File: src/hdl/ooo_pkg.sv
package ooo_pkg;

  // Architectural register file size
  localparam int NUM_ARCH = 8;
  localparam int ARCH_W   = $clog2(NUM_ARCH);

  // Immediate field width, sign-extended at the station
  localparam int IMM_W = 8;

  // Opcodes carried from dispatch to the ALU
  typedef enum logic [2:0] {
    OP_ADD  = 3'd0,
    OP_SUB  = 3'd1,
    OP_AND  = 3'd2,
    OP_ADDI = 3'd3,  // src1 + sext(imm), src2 ignored
    OP_MUL  = 3'd4
  } op_t;

  // Functional unit class, fixed per station entry
  typedef enum logic {
    FU_ALU = 1'b0,
    FU_MUL = 1'b1
  } fu_t;

endpackage

File: src/hdl/rename_stage.sv
`timescale 1ns/1ns

module rename_stage import ooo_pkg::*; #(
  parameter int NUM_PR = 32
) (
  input  logic                      clock,
  input  logic                      reset,
  input  logic                      dispatch_valid,
  input  op_t                       dispatch_op,
  input  logic [ARCH_W-1:0]         dispatch_dest,
  input  logic [ARCH_W-1:0]         dispatch_src1,
  input  logic [ARCH_W-1:0]         dispatch_src2,
  input  logic [IMM_W-1:0]          dispatch_imm,
  input  logic                      rs_accept,
  input  logic [ARCH_W-1:0]         arch_rd_idx,
  output logic                      dispatch_ready,
  output logic                      ren_valid,
  output op_t                       ren_op,
  output fu_t                       ren_fu,
  output logic [$clog2(NUM_PR)-1:0] ren_dest_tag,
  output logic [$clog2(NUM_PR)-1:0] ren_src1_tag,
  output logic [$clog2(NUM_PR)-1:0] ren_src2_tag,
  output logic [IMM_W-1:0]          ren_imm,
  output logic [$clog2(NUM_PR)-1:0] arch_map_tag
);

  localparam int TAG_W = $clog2(NUM_PR);

  logic [TAG_W-1:0] map_table [NUM_ARCH];  // Arch reg to newest tag
  logic [TAG_W:0]   alloc_ptr;             // One extra bit to reach NUM_PR
  logic             ren_leave;
  logic             dispatch_fire;

  assign ren_leave      = ren_valid && rs_accept;
  assign dispatch_ready = (!ren_valid || ren_leave) &&
                          (alloc_ptr < (TAG_W+1)'(NUM_PR));
  assign dispatch_fire  = dispatch_valid && dispatch_ready;

  assign ren_fu       = (ren_op == OP_MUL) ? FU_MUL : FU_ALU;  // Class from opcode
  assign arch_map_tag = map_table[arch_rd_idx];

  always_ff @(posedge clock) begin
    if (reset) begin
      ren_valid <= 1'b0;
      alloc_ptr <= (TAG_W+1)'(NUM_ARCH);  // Tags below NUM_ARCH hold the initial state
      for (int i = 0; i < NUM_ARCH; i++) begin
        map_table[i] <= TAG_W'(i);  // Identity map
      end
    end else begin
      if (dispatch_fire) begin
        ren_valid                <= 1'b1;
        alloc_ptr                <= alloc_ptr + 1'b1;
        map_table[dispatch_dest] <= alloc_ptr[TAG_W-1:0];
      end else if (ren_leave) begin
        ren_valid <= 1'b0;
      end
    end
  end

  // Sources read the map before this instruction's own update
  always_ff @(posedge clock) begin
    if (dispatch_fire) begin
      ren_op       <= dispatch_op;
      ren_dest_tag <= alloc_ptr[TAG_W-1:0];
      ren_src1_tag <= map_table[dispatch_src1];
      ren_src2_tag <= map_table[dispatch_src2];
      ren_imm      <= dispatch_imm;
    end
  end

endmodule

File: src/hdl/phys_regfile.sv
`timescale 1ns/1ns

module phys_regfile import ooo_pkg::*; #(
  parameter int DATA_WIDTH = 16,
  parameter int NUM_PR     = 32
) (
  input  logic                      clock,
  input  logic                      reset,
  input  logic                      alloc_valid,
  input  logic [$clog2(NUM_PR)-1:0] alloc_tag,
  input  logic [$clog2(NUM_PR)-1:0] src1_tag,
  input  logic [$clog2(NUM_PR)-1:0] src2_tag,
  input  logic                      cdb_valid,
  input  logic [$clog2(NUM_PR)-1:0] cdb_tag,
  input  logic [DATA_WIDTH-1:0]     cdb_value,
  input  logic [$clog2(NUM_PR)-1:0] arch_rd_tag,
  output logic [DATA_WIDTH-1:0]     src1_value,
  output logic                      src1_ready,
  output logic [DATA_WIDTH-1:0]     src2_value,
  output logic                      src2_ready,
  output logic [DATA_WIDTH-1:0]     arch_rd_value,
  output logic                      arch_rd_ready
);

  logic [DATA_WIDTH-1:0] prf_value [NUM_PR];
  logic [NUM_PR-1:0]     prf_ready;

  always_ff @(posedge clock) begin
    if (reset) begin
      for (int i = 0; i < NUM_PR; i++) begin
        prf_ready[i] <= (i < NUM_ARCH);  // Only the initial arch copies are valid
        if (i < NUM_ARCH) begin
          prf_value[i] <= '0;
        end
      end
    end else begin
      if (alloc_valid) begin
        prf_ready[alloc_tag] <= 1'b0;  // Pending until its result completes
      end
      if (cdb_valid) begin
        prf_ready[cdb_tag] <= 1'b1;
        prf_value[cdb_tag] <= cdb_value;
      end
    end
  end

  // Operand lookup for the instruction sitting in rename
  assign src1_value = prf_value[src1_tag];
  assign src1_ready = prf_ready[src1_tag];
  assign src2_value = prf_value[src2_tag];
  assign src2_ready = prf_ready[src2_tag];

  assign arch_rd_value = prf_value[arch_rd_tag];
  assign arch_rd_ready = prf_ready[arch_rd_tag];

endmodule

File: src/hdl/reservation_station.sv
`timescale 1ns/1ns

module reservation_station import ooo_pkg::*; #(
  parameter int DATA_WIDTH  = 16,
  parameter int NUM_PR      = 32,
  parameter int NUM_ALU_RS  = 3,
  parameter int NUM_MUL_RS  = 2,
  parameter int MUL_LATENCY = 3
) (
  input  logic                      clock,
  input  logic                      reset,
  input  logic                      ren_valid,
  input  op_t                       ren_op,
  input  fu_t                       ren_fu,
  input  logic [$clog2(NUM_PR)-1:0] ren_dest_tag,
  input  logic [$clog2(NUM_PR)-1:0] ren_src1_tag,
  input  logic [$clog2(NUM_PR)-1:0] ren_src2_tag,
  input  logic [IMM_W-1:0]          ren_imm,
  input  logic [DATA_WIDTH-1:0]     src1_value,
  input  logic                      src1_ready,
  input  logic [DATA_WIDTH-1:0]     src2_value,
  input  logic                      src2_ready,
  input  logic                      cdb_valid,
  input  logic [$clog2(NUM_PR)-1:0] cdb_tag,
  input  logic [DATA_WIDTH-1:0]     cdb_value,
  output logic                      rs_accept,
  output logic                      alu_issue,
  output op_t                       alu_op,
  output logic [DATA_WIDTH-1:0]     alu_a,
  output logic [DATA_WIDTH-1:0]     alu_b,
  output logic [$clog2(NUM_PR)-1:0] alu_tag,
  output logic                      mul_issue,
  output logic [DATA_WIDTH-1:0]     mul_a,
  output logic [DATA_WIDTH-1:0]     mul_b,
  output logic [$clog2(NUM_PR)-1:0] mul_tag,
  output logic                      rs_busy
);

  localparam int TAG_W  = $clog2(NUM_PR);
  localparam int NUM_RS = NUM_ALU_RS + NUM_MUL_RS;  // ALU entries first, then MUL
  localparam int IDX_W  = $clog2(NUM_RS);

  logic [NUM_RS-1:0]     ent_busy;
  logic [NUM_RS-1:0]     ent_rdy1;
  logic [NUM_RS-1:0]     ent_rdy2;
  logic [NUM_RS-1:0]     ent_ready;
  op_t                   ent_op   [NUM_RS];
  logic [TAG_W-1:0]      ent_dest [NUM_RS];
  logic [TAG_W-1:0]      ent_tag1 [NUM_RS];
  logic [TAG_W-1:0]      ent_tag2 [NUM_RS];
  logic [DATA_WIDTH-1:0] ent_val1 [NUM_RS];
  logic [DATA_WIDTH-1:0] ent_val2 [NUM_RS];

  logic                  ins_hit;
  logic [IDX_W-1:0]      ins_idx;
  logic                  insert;
  logic                  ins_cdb1;
  logic                  ins_cdb2;
  logic                  ins_rdy1;
  logic                  ins_rdy2;
  logic [DATA_WIDTH-1:0] ins_val1;
  logic [DATA_WIDTH-1:0] ins_val2;

  logic                  alu_hit;
  logic [IDX_W-1:0]      alu_idx;
  logic                  mul_hit;
  logic [IDX_W-1:0]      mul_idx;
  logic [MUL_LATENCY-2:0] mul_pend;  // Bit k set: multiply issued k+1 edges ago
  logic                  alu_block;

  // Lowest free entry of the incoming class
  always_comb begin
    ins_hit = 1'b0;
    ins_idx = '0;
    for (int i = 0; i < NUM_RS; i++) begin
      if (!ins_hit && !ent_busy[i] && ((i >= NUM_ALU_RS) == (ren_fu == FU_MUL))) begin
        ins_hit = 1'b1;
        ins_idx = IDX_W'(i);
      end
    end
  end

  assign rs_accept = ins_hit;
  assign insert    = ren_valid && ins_hit;

  // Register file is written only at the edge, so catch the CDB here too
  assign ins_cdb1 = cdb_valid && (cdb_tag == ren_src1_tag);
  assign ins_cdb2 = cdb_valid && (cdb_tag == ren_src2_tag);
  assign ins_rdy1 = src1_ready || ins_cdb1;
  assign ins_val1 = ins_cdb1 ? cdb_value : src1_value;
  assign ins_rdy2 = (ren_op == OP_ADDI) || src2_ready || ins_cdb2;
  assign ins_val2 = (ren_op == OP_ADDI) ? {{(DATA_WIDTH-IMM_W){ren_imm[IMM_W-1]}}, ren_imm} :
                    ins_cdb2            ? cdb_value : src2_value;

  always_comb begin
    for (int i = 0; i < NUM_RS; i++) begin
      ent_ready[i] = ent_busy[i] && ent_rdy1[i] && ent_rdy2[i];
    end
  end

  // Oldest-index ready entry per class
  always_comb begin
    alu_hit = 1'b0;
    alu_idx = '0;
    mul_hit = 1'b0;
    mul_idx = IDX_W'(NUM_ALU_RS);
    for (int i = 0; i < NUM_ALU_RS; i++) begin
      if (!alu_hit && ent_ready[i]) begin
        alu_hit = 1'b1;
        alu_idx = IDX_W'(i);
      end
    end
    for (int i = NUM_ALU_RS; i < NUM_RS; i++) begin
      if (!mul_hit && ent_ready[i]) begin
        mul_hit = 1'b1;
        mul_idx = IDX_W'(i);
      end
    end
  end

  // An ALU issued now would share the CDB cycle with this multiply
  assign alu_block = mul_pend[MUL_LATENCY-2];
  assign alu_issue = alu_hit && !alu_block;
  assign mul_issue = mul_hit;

  assign alu_op  = ent_op[alu_idx];
  assign alu_a   = ent_val1[alu_idx];
  assign alu_b   = ent_val2[alu_idx];
  assign alu_tag = ent_dest[alu_idx];
  assign mul_a   = ent_val1[mul_idx];
  assign mul_b   = ent_val2[mul_idx];
  assign mul_tag = ent_dest[mul_idx];

  assign rs_busy = |ent_busy;

  always_ff @(posedge clock) begin
    if (reset) begin
      ent_busy <= '0;
      mul_pend <= '0;
    end else begin
      if (alu_issue) ent_busy[alu_idx] <= 1'b0;
      if (mul_issue) ent_busy[mul_idx] <= 1'b0;
      if (insert)    ent_busy[ins_idx] <= 1'b1;  // Target was free, no clash
      mul_pend[0] <= mul_issue;
      for (int k = 1; k < MUL_LATENCY - 1; k++) begin
        mul_pend[k] <= mul_pend[k-1];
      end
    end
  end

  always_ff @(posedge clock) begin
    for (int i = 0; i < NUM_RS; i++) begin
      if (ent_busy[i] && cdb_valid && !ent_rdy1[i] && ent_tag1[i] == cdb_tag) begin
        ent_rdy1[i] <= 1'b1;  // Wakeup from CDB
        ent_val1[i] <= cdb_value;
      end
      if (ent_busy[i] && cdb_valid && !ent_rdy2[i] && ent_tag2[i] == cdb_tag) begin
        ent_rdy2[i] <= 1'b1;
        ent_val2[i] <= cdb_value;
      end
    end
    if (insert) begin
      ent_op[ins_idx]   <= ren_op;
      ent_dest[ins_idx] <= ren_dest_tag;
      ent_tag1[ins_idx] <= ren_src1_tag;
      ent_tag2[ins_idx] <= ren_src2_tag;
      ent_rdy1[ins_idx] <= ins_rdy1;
      ent_rdy2[ins_idx] <= ins_rdy2;
      ent_val1[ins_idx] <= ins_val1;
      ent_val2[ins_idx] <= ins_val2;
    end
  end

endmodule

File: src/hdl/exec_unit.sv
`timescale 1ns/1ns

module exec_unit import ooo_pkg::*; #(
  parameter int DATA_WIDTH  = 16,
  parameter int NUM_PR      = 32,
  parameter int MUL_LATENCY = 3
) (
  input  logic                      clock,
  input  logic                      reset,
  input  logic                      alu_issue,
  input  op_t                       alu_op,
  input  logic [DATA_WIDTH-1:0]     alu_a,
  input  logic [DATA_WIDTH-1:0]     alu_b,
  input  logic [$clog2(NUM_PR)-1:0] alu_tag,
  input  logic                      mul_issue,
  input  logic [DATA_WIDTH-1:0]     mul_a,
  input  logic [DATA_WIDTH-1:0]     mul_b,
  input  logic [$clog2(NUM_PR)-1:0] mul_tag,
  output logic                      cdb_valid,
  output logic [$clog2(NUM_PR)-1:0] cdb_tag,
  output logic [DATA_WIDTH-1:0]     cdb_value,
  output logic                      exec_busy
);

  localparam int TAG_W = $clog2(NUM_PR);

  logic [DATA_WIDTH-1:0]   alu_result;
  logic [2*DATA_WIDTH-1:0] mul_product;
  logic                    alu_valid_q;
  logic [TAG_W-1:0]        alu_tag_q;
  logic [DATA_WIDTH-1:0]   alu_value_q;
  logic [MUL_LATENCY-1:0]  mul_valid_q;
  logic [TAG_W-1:0]        mul_tag_q   [MUL_LATENCY];
  logic [DATA_WIDTH-1:0]   mul_value_q [MUL_LATENCY];

  always_comb begin
    case (alu_op)
      OP_SUB:  alu_result = alu_a - alu_b;
      OP_AND:  alu_result = alu_a & alu_b;
      default: alu_result = alu_a + alu_b;  // ADD and ADDI
    endcase
  end

  assign mul_product = {{DATA_WIDTH{1'b0}}, mul_a} * {{DATA_WIDTH{1'b0}}, mul_b};

  always_ff @(posedge clock) begin
    if (reset) begin
      alu_valid_q <= 1'b0;
      mul_valid_q <= '0;
    end else begin
      alu_valid_q    <= alu_issue;
      mul_valid_q[0] <= mul_issue;
      for (int k = 1; k < MUL_LATENCY; k++) begin
        mul_valid_q[k] <= mul_valid_q[k-1];
      end
    end
  end

  always_ff @(posedge clock) begin
    if (alu_issue) begin
      alu_tag_q   <= alu_tag;
      alu_value_q <= alu_result;
    end
    mul_tag_q[0]   <= mul_tag;
    mul_value_q[0] <= mul_product[DATA_WIDTH-1:0];  // Low half only
    for (int k = 1; k < MUL_LATENCY; k++) begin
      mul_tag_q[k]   <= mul_tag_q[k-1];
      mul_value_q[k] <= mul_value_q[k-1];
    end
  end

  // Station keeps the two sources from landing in the same cycle
  assign cdb_valid = alu_valid_q || mul_valid_q[MUL_LATENCY-1];
  assign cdb_tag   = mul_valid_q[MUL_LATENCY-1] ? mul_tag_q[MUL_LATENCY-1] : alu_tag_q;
  assign cdb_value = mul_valid_q[MUL_LATENCY-1] ? mul_value_q[MUL_LATENCY-1] : alu_value_q;
  assign exec_busy = alu_valid_q || (|mul_valid_q);

endmodule

File: src/hdl/ooo_core.sv
`timescale 1ns/1ns

module ooo_core import ooo_pkg::*; #(
  parameter int DATA_WIDTH  = 16,
  parameter int NUM_PR      = 32,
  parameter int NUM_ALU_RS  = 3,
  parameter int NUM_MUL_RS  = 2,
  parameter int MUL_LATENCY = 3
) (
  input  logic                  clock,
  input  logic                  reset,
  input  logic                  dispatch_valid,
  input  op_t                   dispatch_op,
  input  logic [ARCH_W-1:0]     dispatch_dest,
  input  logic [ARCH_W-1:0]     dispatch_src1,
  input  logic [ARCH_W-1:0]     dispatch_src2,
  input  logic [IMM_W-1:0]      dispatch_imm,
  input  logic [ARCH_W-1:0]     arch_rd_idx,
  output logic                  dispatch_ready,
  output logic [DATA_WIDTH-1:0] arch_rd_value,
  output logic                  arch_rd_ready,
  output logic                  busy
);

  localparam int TAG_W = $clog2(NUM_PR);

  logic                  ren_valid;
  op_t                   ren_op;
  fu_t                   ren_fu;
  logic [TAG_W-1:0]      ren_dest_tag;
  logic [TAG_W-1:0]      ren_src1_tag;
  logic [TAG_W-1:0]      ren_src2_tag;
  logic [IMM_W-1:0]      ren_imm;
  logic [TAG_W-1:0]      arch_map_tag;
  logic                  rs_accept;
  logic                  rs_busy;
  logic [DATA_WIDTH-1:0] src1_value;
  logic                  src1_ready;
  logic [DATA_WIDTH-1:0] src2_value;
  logic                  src2_ready;
  logic                  alu_issue;
  op_t                   alu_op;
  logic [DATA_WIDTH-1:0] alu_a;
  logic [DATA_WIDTH-1:0] alu_b;
  logic [TAG_W-1:0]      alu_tag;
  logic                  mul_issue;
  logic [DATA_WIDTH-1:0] mul_a;
  logic [DATA_WIDTH-1:0] mul_b;
  logic [TAG_W-1:0]      mul_tag;
  logic                  cdb_valid;
  logic [TAG_W-1:0]      cdb_tag;
  logic [DATA_WIDTH-1:0] cdb_value;
  logic                  exec_busy;

  rename_stage #(.NUM_PR(NUM_PR)) u_rename (
    .clock, .reset, .dispatch_valid, .dispatch_op, .dispatch_dest,
    .dispatch_src1, .dispatch_src2, .dispatch_imm, .rs_accept, .arch_rd_idx,
    .dispatch_ready, .ren_valid, .ren_op, .ren_fu, .ren_dest_tag,
    .ren_src1_tag, .ren_src2_tag, .ren_imm, .arch_map_tag
  );

  phys_regfile #(.DATA_WIDTH(DATA_WIDTH), .NUM_PR(NUM_PR)) u_prf (
    .clock, .reset,
    .alloc_valid (ren_valid && rs_accept),  // Tag goes pending at insertion
    .alloc_tag   (ren_dest_tag),
    .src1_tag    (ren_src1_tag),
    .src2_tag    (ren_src2_tag),
    .cdb_valid, .cdb_tag, .cdb_value,
    .arch_rd_tag (arch_map_tag),
    .src1_value, .src1_ready, .src2_value, .src2_ready,
    .arch_rd_value, .arch_rd_ready
  );

  reservation_station #(
    .DATA_WIDTH(DATA_WIDTH), .NUM_PR(NUM_PR), .NUM_ALU_RS(NUM_ALU_RS),
    .NUM_MUL_RS(NUM_MUL_RS), .MUL_LATENCY(MUL_LATENCY)
  ) u_rs (
    .clock, .reset, .ren_valid, .ren_op, .ren_fu, .ren_dest_tag,
    .ren_src1_tag, .ren_src2_tag, .ren_imm, .src1_value, .src1_ready,
    .src2_value, .src2_ready, .cdb_valid, .cdb_tag, .cdb_value,
    .rs_accept, .alu_issue, .alu_op, .alu_a, .alu_b, .alu_tag,
    .mul_issue, .mul_a, .mul_b, .mul_tag, .rs_busy
  );

  exec_unit #(.DATA_WIDTH(DATA_WIDTH), .NUM_PR(NUM_PR), .MUL_LATENCY(MUL_LATENCY)) u_exec (
    .clock, .reset, .alu_issue, .alu_op, .alu_a, .alu_b, .alu_tag,
    .mul_issue, .mul_a, .mul_b, .mul_tag,
    .cdb_valid, .cdb_tag, .cdb_value, .exec_busy
  );

  assign busy = ren_valid || rs_busy || exec_busy;  // Anything still in flight

endmodule

File: config.mk
export PLATFORM = sky130hd
export DESIGN_NAME = ooo_core
export DESIGN_NICKNAME = d
export VERILOG_FILES = /design/src/hdl/ooo_pkg.sv /design/src/hdl/rename_stage.sv /design/src/hdl/phys_regfile.sv /design/src/hdl/reservation_station.sv /design/src/hdl/exec_unit.sv /design/src/hdl/ooo_core.sv
export SDC_FILE = /design/constraint.sdc
export NUM_CORES = 2
export LEC_CHECK = 0
export BUFFER_PORTS_ARGS = -buffer_cell sky130_fd_sc_hd__buf_2
export CORE_MARGIN = 2
export CORE_UTILIZATION = 42
export CTS_CLUSTER_SIZE = 20
export DETAILED_ROUTE_END_ITERATION = 8
export GPL_TIMING_DRIVEN = 0
export REMOVE_ABC_BUFFERS = 1
export SYNTH_ARGS = -nofsm -noshare
export SYNTH_HDL_FRONTEND = slang
export SYNTH_SLANG_ARGS = --single-unit
File: constraint.sdc
create_clock -name clock -period 16.18 [get_ports clock]
set_input_delay 0.809 -clock clock [delete_from_list [all_inputs] [get_ports clock]]
set_output_delay 0.809 -clock clock [all_outputs]
set_load 0.01 [all_outputs]
== After elaboration in Yosys (flattened, before gate mapping) ==
Memory sizes are Yosys's and may differ from the RTL's. A register that Yosys moved wholly into a read port is not among the register bits.
Cells that the tools add are included.

* Logic and storage cells: 262
* Memories kept: 10
* Flip-flop bits (word level): 92
* Bits in writable memories: 865
* Bits of input ports: 26
* Latch bits: 0
* Bits in read-only memories: 0

* $add $sub $neg: 3
* Multipliers: 1
* Mux-type cells: 100
* Magnitude comparators: 14
* Divide/modulo/power cells: 0
* Shift operators: 0
* Reduce and logical (&&, ||, !) cells: 95
* Equality and inequality tests: 16
* Bitwise operators: 10

{| class="wikitable"
|+ Memory list
! memory !! words !! bits a word !! rd ports !! clocked after Yosys merged registers in !! write ports !! line !! text
|-
| u_prf.prf_value || 32 || 16 || 3 || 0 || 8 || phys_regfile.sv:25 || <nowiki>logic [DATA_WIDTH-1:0] prf_value [NUM_PR];</nowiki>
|-
| u_rs.ent_val1 || 5 || 16 || 2 || 0 || 6 || reservation_station.sv:51 || <nowiki>logic [DATA_WIDTH-1:0] ent_val1 [NUM_RS];</nowiki>
|-
| u_rs.ent_val2 || 5 || 16 || 2 || 0 || 6 || reservation_station.sv:52 || <nowiki>logic [DATA_WIDTH-1:0] ent_val2 [NUM_RS];</nowiki>
|-
| u_exec.mul_value_q || 3 || 16 || 3 || 0 || 3 || exec_unit.sv:34 || <nowiki>logic [DATA_WIDTH-1:0] mul_value_q [MUL_LATENCY];</nowiki>
|-
| u_rename.map_table || 8 || 5 || 3 || 2 || 8 || rename_stage.sv:29 || <nowiki>logic [TAG_W-1:0] map_table [NUM_ARCH];</nowiki>
|-
| u_rs.ent_dest || 5 || 5 || 2 || 1 || 1 || reservation_station.sv:48 || <nowiki>logic [TAG_W-1:0] ent_dest [NUM_RS];</nowiki>
|-
| 4 more memories || n/a || n/a || n/a || n/a || n/a || n/a ||
|}

{| class="wikitable"
|+ Operators with widths
! cell !! count
|-
| two-way mux 32 bit || 3
|-
| two-way mux 16 bit || 5
|-
| two-way mux 1 bit || 65
|-
| equality test 5 bit || 12
|-
| logical AND 1 bit || 58
|-
| two-way mux 5 bit || 10
|-
| AND 32 bit || 1
|-
| NOT 32 bit || 1
|-
| bitwise OR 32 bit || 1
|-
| case mux 16 bit (2 select lines) || 1
|-
| < comparator 5 x 6 -> 1 bit, second input constant || 5
|-
| logical NOT 1 bit || 24
|-
| adder 16 bit || 1
|-
| AND 16 bit || 1
|-
| multiplier 16 x 16 -> 16 bit || 1
|-
| OR reduction 16 bit || 1
|-
| subtractor 16 bit || 1
|-
| binary-select mux 1 bit (select 5 bit) || 3
|-
| two-way mux 3 bit || 5
|-
| AND 5 bit || 2
|-
| bitwise mux 5 bit || 2
|-
| demux 1 bit (select 5 bit) || 2
|-
| greater-or-equal comparator 5 x 1 -> 1 bit, second input constant || 2
|-
| NOT 5 bit || 2
|-
| other kinds (17) || 30
|}

== Longest topological paths before layout ==
* Depth in word-level cells: 30
* Gate-level depth with buffers: 27
* Gate-level depth less buffers: 23

== Hierarchy ==
From an unflattened synthesis, not the netlist that was laid out.

* Cells, all modules: 4559
* Area, all modules: 55902.4 µm²

{| class="wikitable"
|+ By module, submodules not included
! module !! cells an instance !! area an instance (µm²) !! times used
|-
| phys_regfile || 2637 || 32063.3 || 1
|-
| reservation_station || 908 || 12660.9 || 1
|-
| exec_unit || 783 || 7558.5 || 1
|-
| rename_stage || 229 || 3606.0 || 1
|-
| ooo_core || 2 || 13.8 || 1
|}

== Worst setup path before layout ==
No wires, ideal clock.

* Kind: reg-to-reg
* Start point: reg u_rs.ent_busy[4]
* End point: mem u_exec.mul_value_q[0][15]
* Slack: 9.965 ns
* Setup time: 0.121 ns
* Clock period less this slack: 6.215 ns
* Stages on the path, launching flop included: 26
* Required time: 16.059 ns
* Data arrival time: 6.094 ns
* Path through: dfxtp_1 > nand3_1 > nor2b_1 > buf_2 > buf_4 > buf_2 > buf_2 > buf_2 > mux2i_1 > nor2_1 > fa_1 > inv_1 > fa_1 > inv_1 > ha_1 > fa_1 > fa_1 > inv_1 > fa_1 > inv_1 > ha_1 > nor2b_1 > o2111ai_1 > nand3_1 > o41a_1 > xnor2_1

{| class="wikitable"
|+ RTL lines
! element !! line !! text
|-
| start, declared || reservation_station.sv:43 || <nowiki>logic [NUM_RS-1:0] ent_busy;</nowiki>
|-
| start signal, assigned || reservation_station.sv:138 || <nowiki>ent_busy <= '0;</nowiki>
|-
| start signal, assigned by index || reservation_station.sv:141 || <nowiki>if (alu_issue) ent_busy[alu_idx] <= 1'b0;</nowiki>
|-
| start signal, assigned by index || reservation_station.sv:142 || <nowiki>if (mul_issue) ent_busy[mul_idx] <= 1'b0;</nowiki>
|-
| end, declared || exec_unit.sv:34 ||
|}

==> results.toml <==
[routing]
firstDrtPassIters = 6
ant_nets = 0
wl_um = 170300
drt_iter0_drc = 4397
vias_per_cell = 6.289
wl_per_cell_um = 28.70
drc = 0
num_vias = 37310

[clock_tree]
path_clk_slew_ns = 0.06
cts_tree = "yes"
cts_buffers = 106
postCtsSetupBuffers = 0
clock_path_buffers = 3
cts_resized = 0
clkSinkCount = 964
cts_hold_buf = 0
clockRootBuffer = "clkbuf_16"
h-tree-depth = 3
worstSkewPairLatency_ns = 0.71

[timing]
clock_skew_ns = 0.02730
min_period_over_period_pct = 44.15
setup_viol = 0
rsz0062_at_grt = "false"
worst_slew_pin_slew_ns = 1.507
slew_violations = 19
relSlewSlack_pct = -0.7186
finalCriticalPeriod_ns = 7.143
max_freq_mhz = 140.0
hold_violations = 0

[run]
maxCapViolCount = 1

[logic_synthesis]
yosys.area.top_type_share_pct = 47.10
ys_warn_count = 0
postSynth.asyncResetShare_pct = 0
syn_area_per_cell_um2 = 12.90
ys_seq_area_share_pct = 51.61
synth_cell_types = 73
synth_top_area_cell = "edfxtp_1"
synthFlopType = "edfxtp_1"
netlist_area_um2 = 53750
synth_seq_cells = 964
netlist_instances = 4166
synth.area.top_cells = "edfxtp_1 47%, mux4_2 16%, dfxtp_1 4.5%"
synth_edf_count = 843

[pwr]
p_sw_mw = 1.750
pwr-share-comb_pct = 16.4
power.internal_mw = 4.738
leakagePower_nw = 21.30
swShare_pct = 26.97
p_seq_share_pct = 44.1
ir_drop_uv = 91.98
p_per_area_nw_per_um2 = 104.1
power.total_mw = 6.489
power_frac_clock_pct = 39.6

[global_routing]
grt_pass1_vias = 36420
grt_overflow_total = 0
antenna_found_initial = 7
grt_pass1_wl_um = 248600
grt_max_degree = 146
grtUsageTotal_pct = 25.82

[finish]
synthToLayoutAreaGrowth_pct = 15.95
layout-drive-gt1-share_pct = 21.81
layoutNonFillerInstCount = 5933
final_common_cell = "edfxtp_1"
layout_common_cells = "843 x edfxtp_1, 374 x nand2_1, 370 x mux4_2, 366 x nor2_1, 299 x a21oi_1"
nNetsFinal = 4349
fillers = 10750

[worst_setup_path]
critical_path_required_ns = 16.77
start_kind = "register"
cp.arrival_ns = 7.74
cp-end-kind = "register"
reg2reg_setup_slack_ns = 9.04
crit_type = "reg2reg"
cp_max_fo = 28

[floorplanning]
initial_core_util_pct = 42.20
fp.dieH_um = 361.7
die_area_um2 = 130800
io-pin-count = 45
num_rows = 131
die_width_um = 361.7
core_um2 = 127400

[place]
dp_hpwl_um = 116600
port_buffers = 44
globalplace.congestion = 0.8801
placed_cells = 5726

[worst_hold_path]
hold_class = "in2reg"

[status]
violations = "max-capacitance violations, max-slew violations"
run_status = "finished with violations"
## layer usage
metal | global-route usage [%] | routed length [µm] | up-vias
li1 | - | - | 15930
met1 | 33.82 | 66440 | 18970
met5 | 0 | 20 | -
met3 | 4.656 | 14590 | 424
met2 | 41.85 | 80640 | 1984
met4 | 11.98 | 8598 | 4
## area by class of cell
| class | count | area, µm² | area share, % |
|---|---|---|---|
| Sequential cell | 964 | 27740 | 44.51 |
| Inverter | 149 | 563.0 | 0.9035 |
| Tap cell | 1662 | 2079 | 3.337 |
| Antenna cell | 2 | 5.005 | 0.008031 |
| Clock buffer | 131 | 2848 | 4.570 |
| Timing Repair Buffer | 211 | 3779 | 6.064 |
| Clock inverter | 71 | 840.8 | 1.349 |
| Multi-Input combinational cell | 2743 | 24460 | 39.26 |
## power groups by stage
stage	clock, mW	sequential (mW)	combinational [mW]
2_1_floorplan	0	2.91	0.644
3_3_place_gp	0	2.99	0.967
3_5_place_dp	0	2.91	1.05
4_1_cts	2.58	2.86	1.05
5_1_grt	2.68	2.87	1.13
6_report	2.57	2.86	1.06
## final timing paths
kind,startpoint,endpoint,cells past startpoint
worst min register to register,u_exec.mul_tag_q[0][5],u_exec.mul_tag_q[0][10],0
worst min-delay path,dispatch_op[2],u_rename.ren_op[2],1
worst max-delay path,u_rs.ent_busy[4],u_exec.mul_value_q[0][15],21
worst max register to register,u_rs.ent_busy[4],u_exec.mul_value_q[0][15],21
## kinds of logic (layout without fill, tap and decap cells)
kind of cell | count (synthesis) | count (layout) | synth area share (%)
multiplexers | 526 | 526 | 18.56
flip-flops | 964 | 964 | 51.61
other | 0 | 2 | 0
AND/OR/NAND/NOR | 1134 | 1134 | 9.696
adder cells (fa/ha/maj) | 148 | 148 | 4.577
XOR/XNOR | 134 | 134 | 2.184
buffers and inverters | 459 | 562 | 3.650
AO/OA/AOI/OAI | 801 | 801 | 9.729
## synthesized netlist by cell type (7+ instances only)
library cell / count
o21ai_0: 50
and2_1: 125
nor3_1: 14
dfxtp_1: 121
and2_0: 48
ha_1: 67
fa_1: 81
nor3b_1: 7
clkinv_1: 17
mux4_2: 370
nand2b_1: 25
o41ai_1: 10
buf_2: 99
edfxtp_1: 843
a21oi_1: 299
nand3b_1: 8
o211ai_1: 15
nand4b_1: 9
mux2i_1: 115
nand3_1: 46
or2_2: 32
xor2_1: 53
nor2_1: 390
inv_1: 126
buf_6: 13
a211oi_2: 11
a31o_2: 9
clkbuf_1: 167
o31a_1: 7
nor2b_1: 7
nand2_1: 374
o22ai_1: 7
a31oi_1: 72
xnor2_1: 81
o21ai_1: 13
a211oi_1: 178
o22a_1: 10
a311oi_1: 68
nand4_1: 15
buf_1: 25
or3_1: 13
a21o_1: 22
a21oi_2: 10
mux2_2: 34
## critical path: stages, from the launching register on
cell	delay [ns]
dfxtp_1	0.42
nand3_1	0.17
nor2b_4	0.34
buf_12	0.27
buf_12	0.24
mux2i_1	1.00
nor2_1	0.15
fa_1	0.60
fa_1	0.41
ha_1	0.20
fa_1	0.48
inv_1	0.05
fa_1	0.49
fa_1	0.49
inv_1	0.04
ha_1	0.30
a21oi_1	0.33
nor2b_1	0.13
o2111ai_1	0.19
nand3_1	0.14
o41a_1	0.39
xnor2_1	0.15
## registers in the layout, indices dropped and copies added (netlist names), 16 cells and up
| name | cells |
|---|---|
| u_prf.prf_value | 512 |
| u_rs.ent_val1 | 80 |
| u_rs.ent_val2 | 80 |
| u_exec.mul_value_q | 48 |
| u_rename.map_table | 40 |
| u_prf.prf_ready | 32 |
| u_rs.ent_dest | 25 |
| u_rs.ent_tag1 | 25 |
| u_rs.ent_tag2 | 25 |
| u_exec.alu_value_q | 16 |
## stage by stage
step	hold WS, ns	cell area [µm²]	setup TNS (ns)	setup slack (ns)	util (%)
6_report	0.2808	62320	0	9.037	48.93
3_5_place_dp	0.3128	58550	0	9.031	45.98
2_1_floorplan	0.3096	52340	0	1.917	-
5_1_grt	0.2730	62310	0	8.655	48.93
3_3_place_gp	0.3101	54640	-128.61	-8.153	42.91
4_1_cts	0.2501	62240	0	9.008	48.87
No activity file was read; power rests on OpenSTA's default activity.
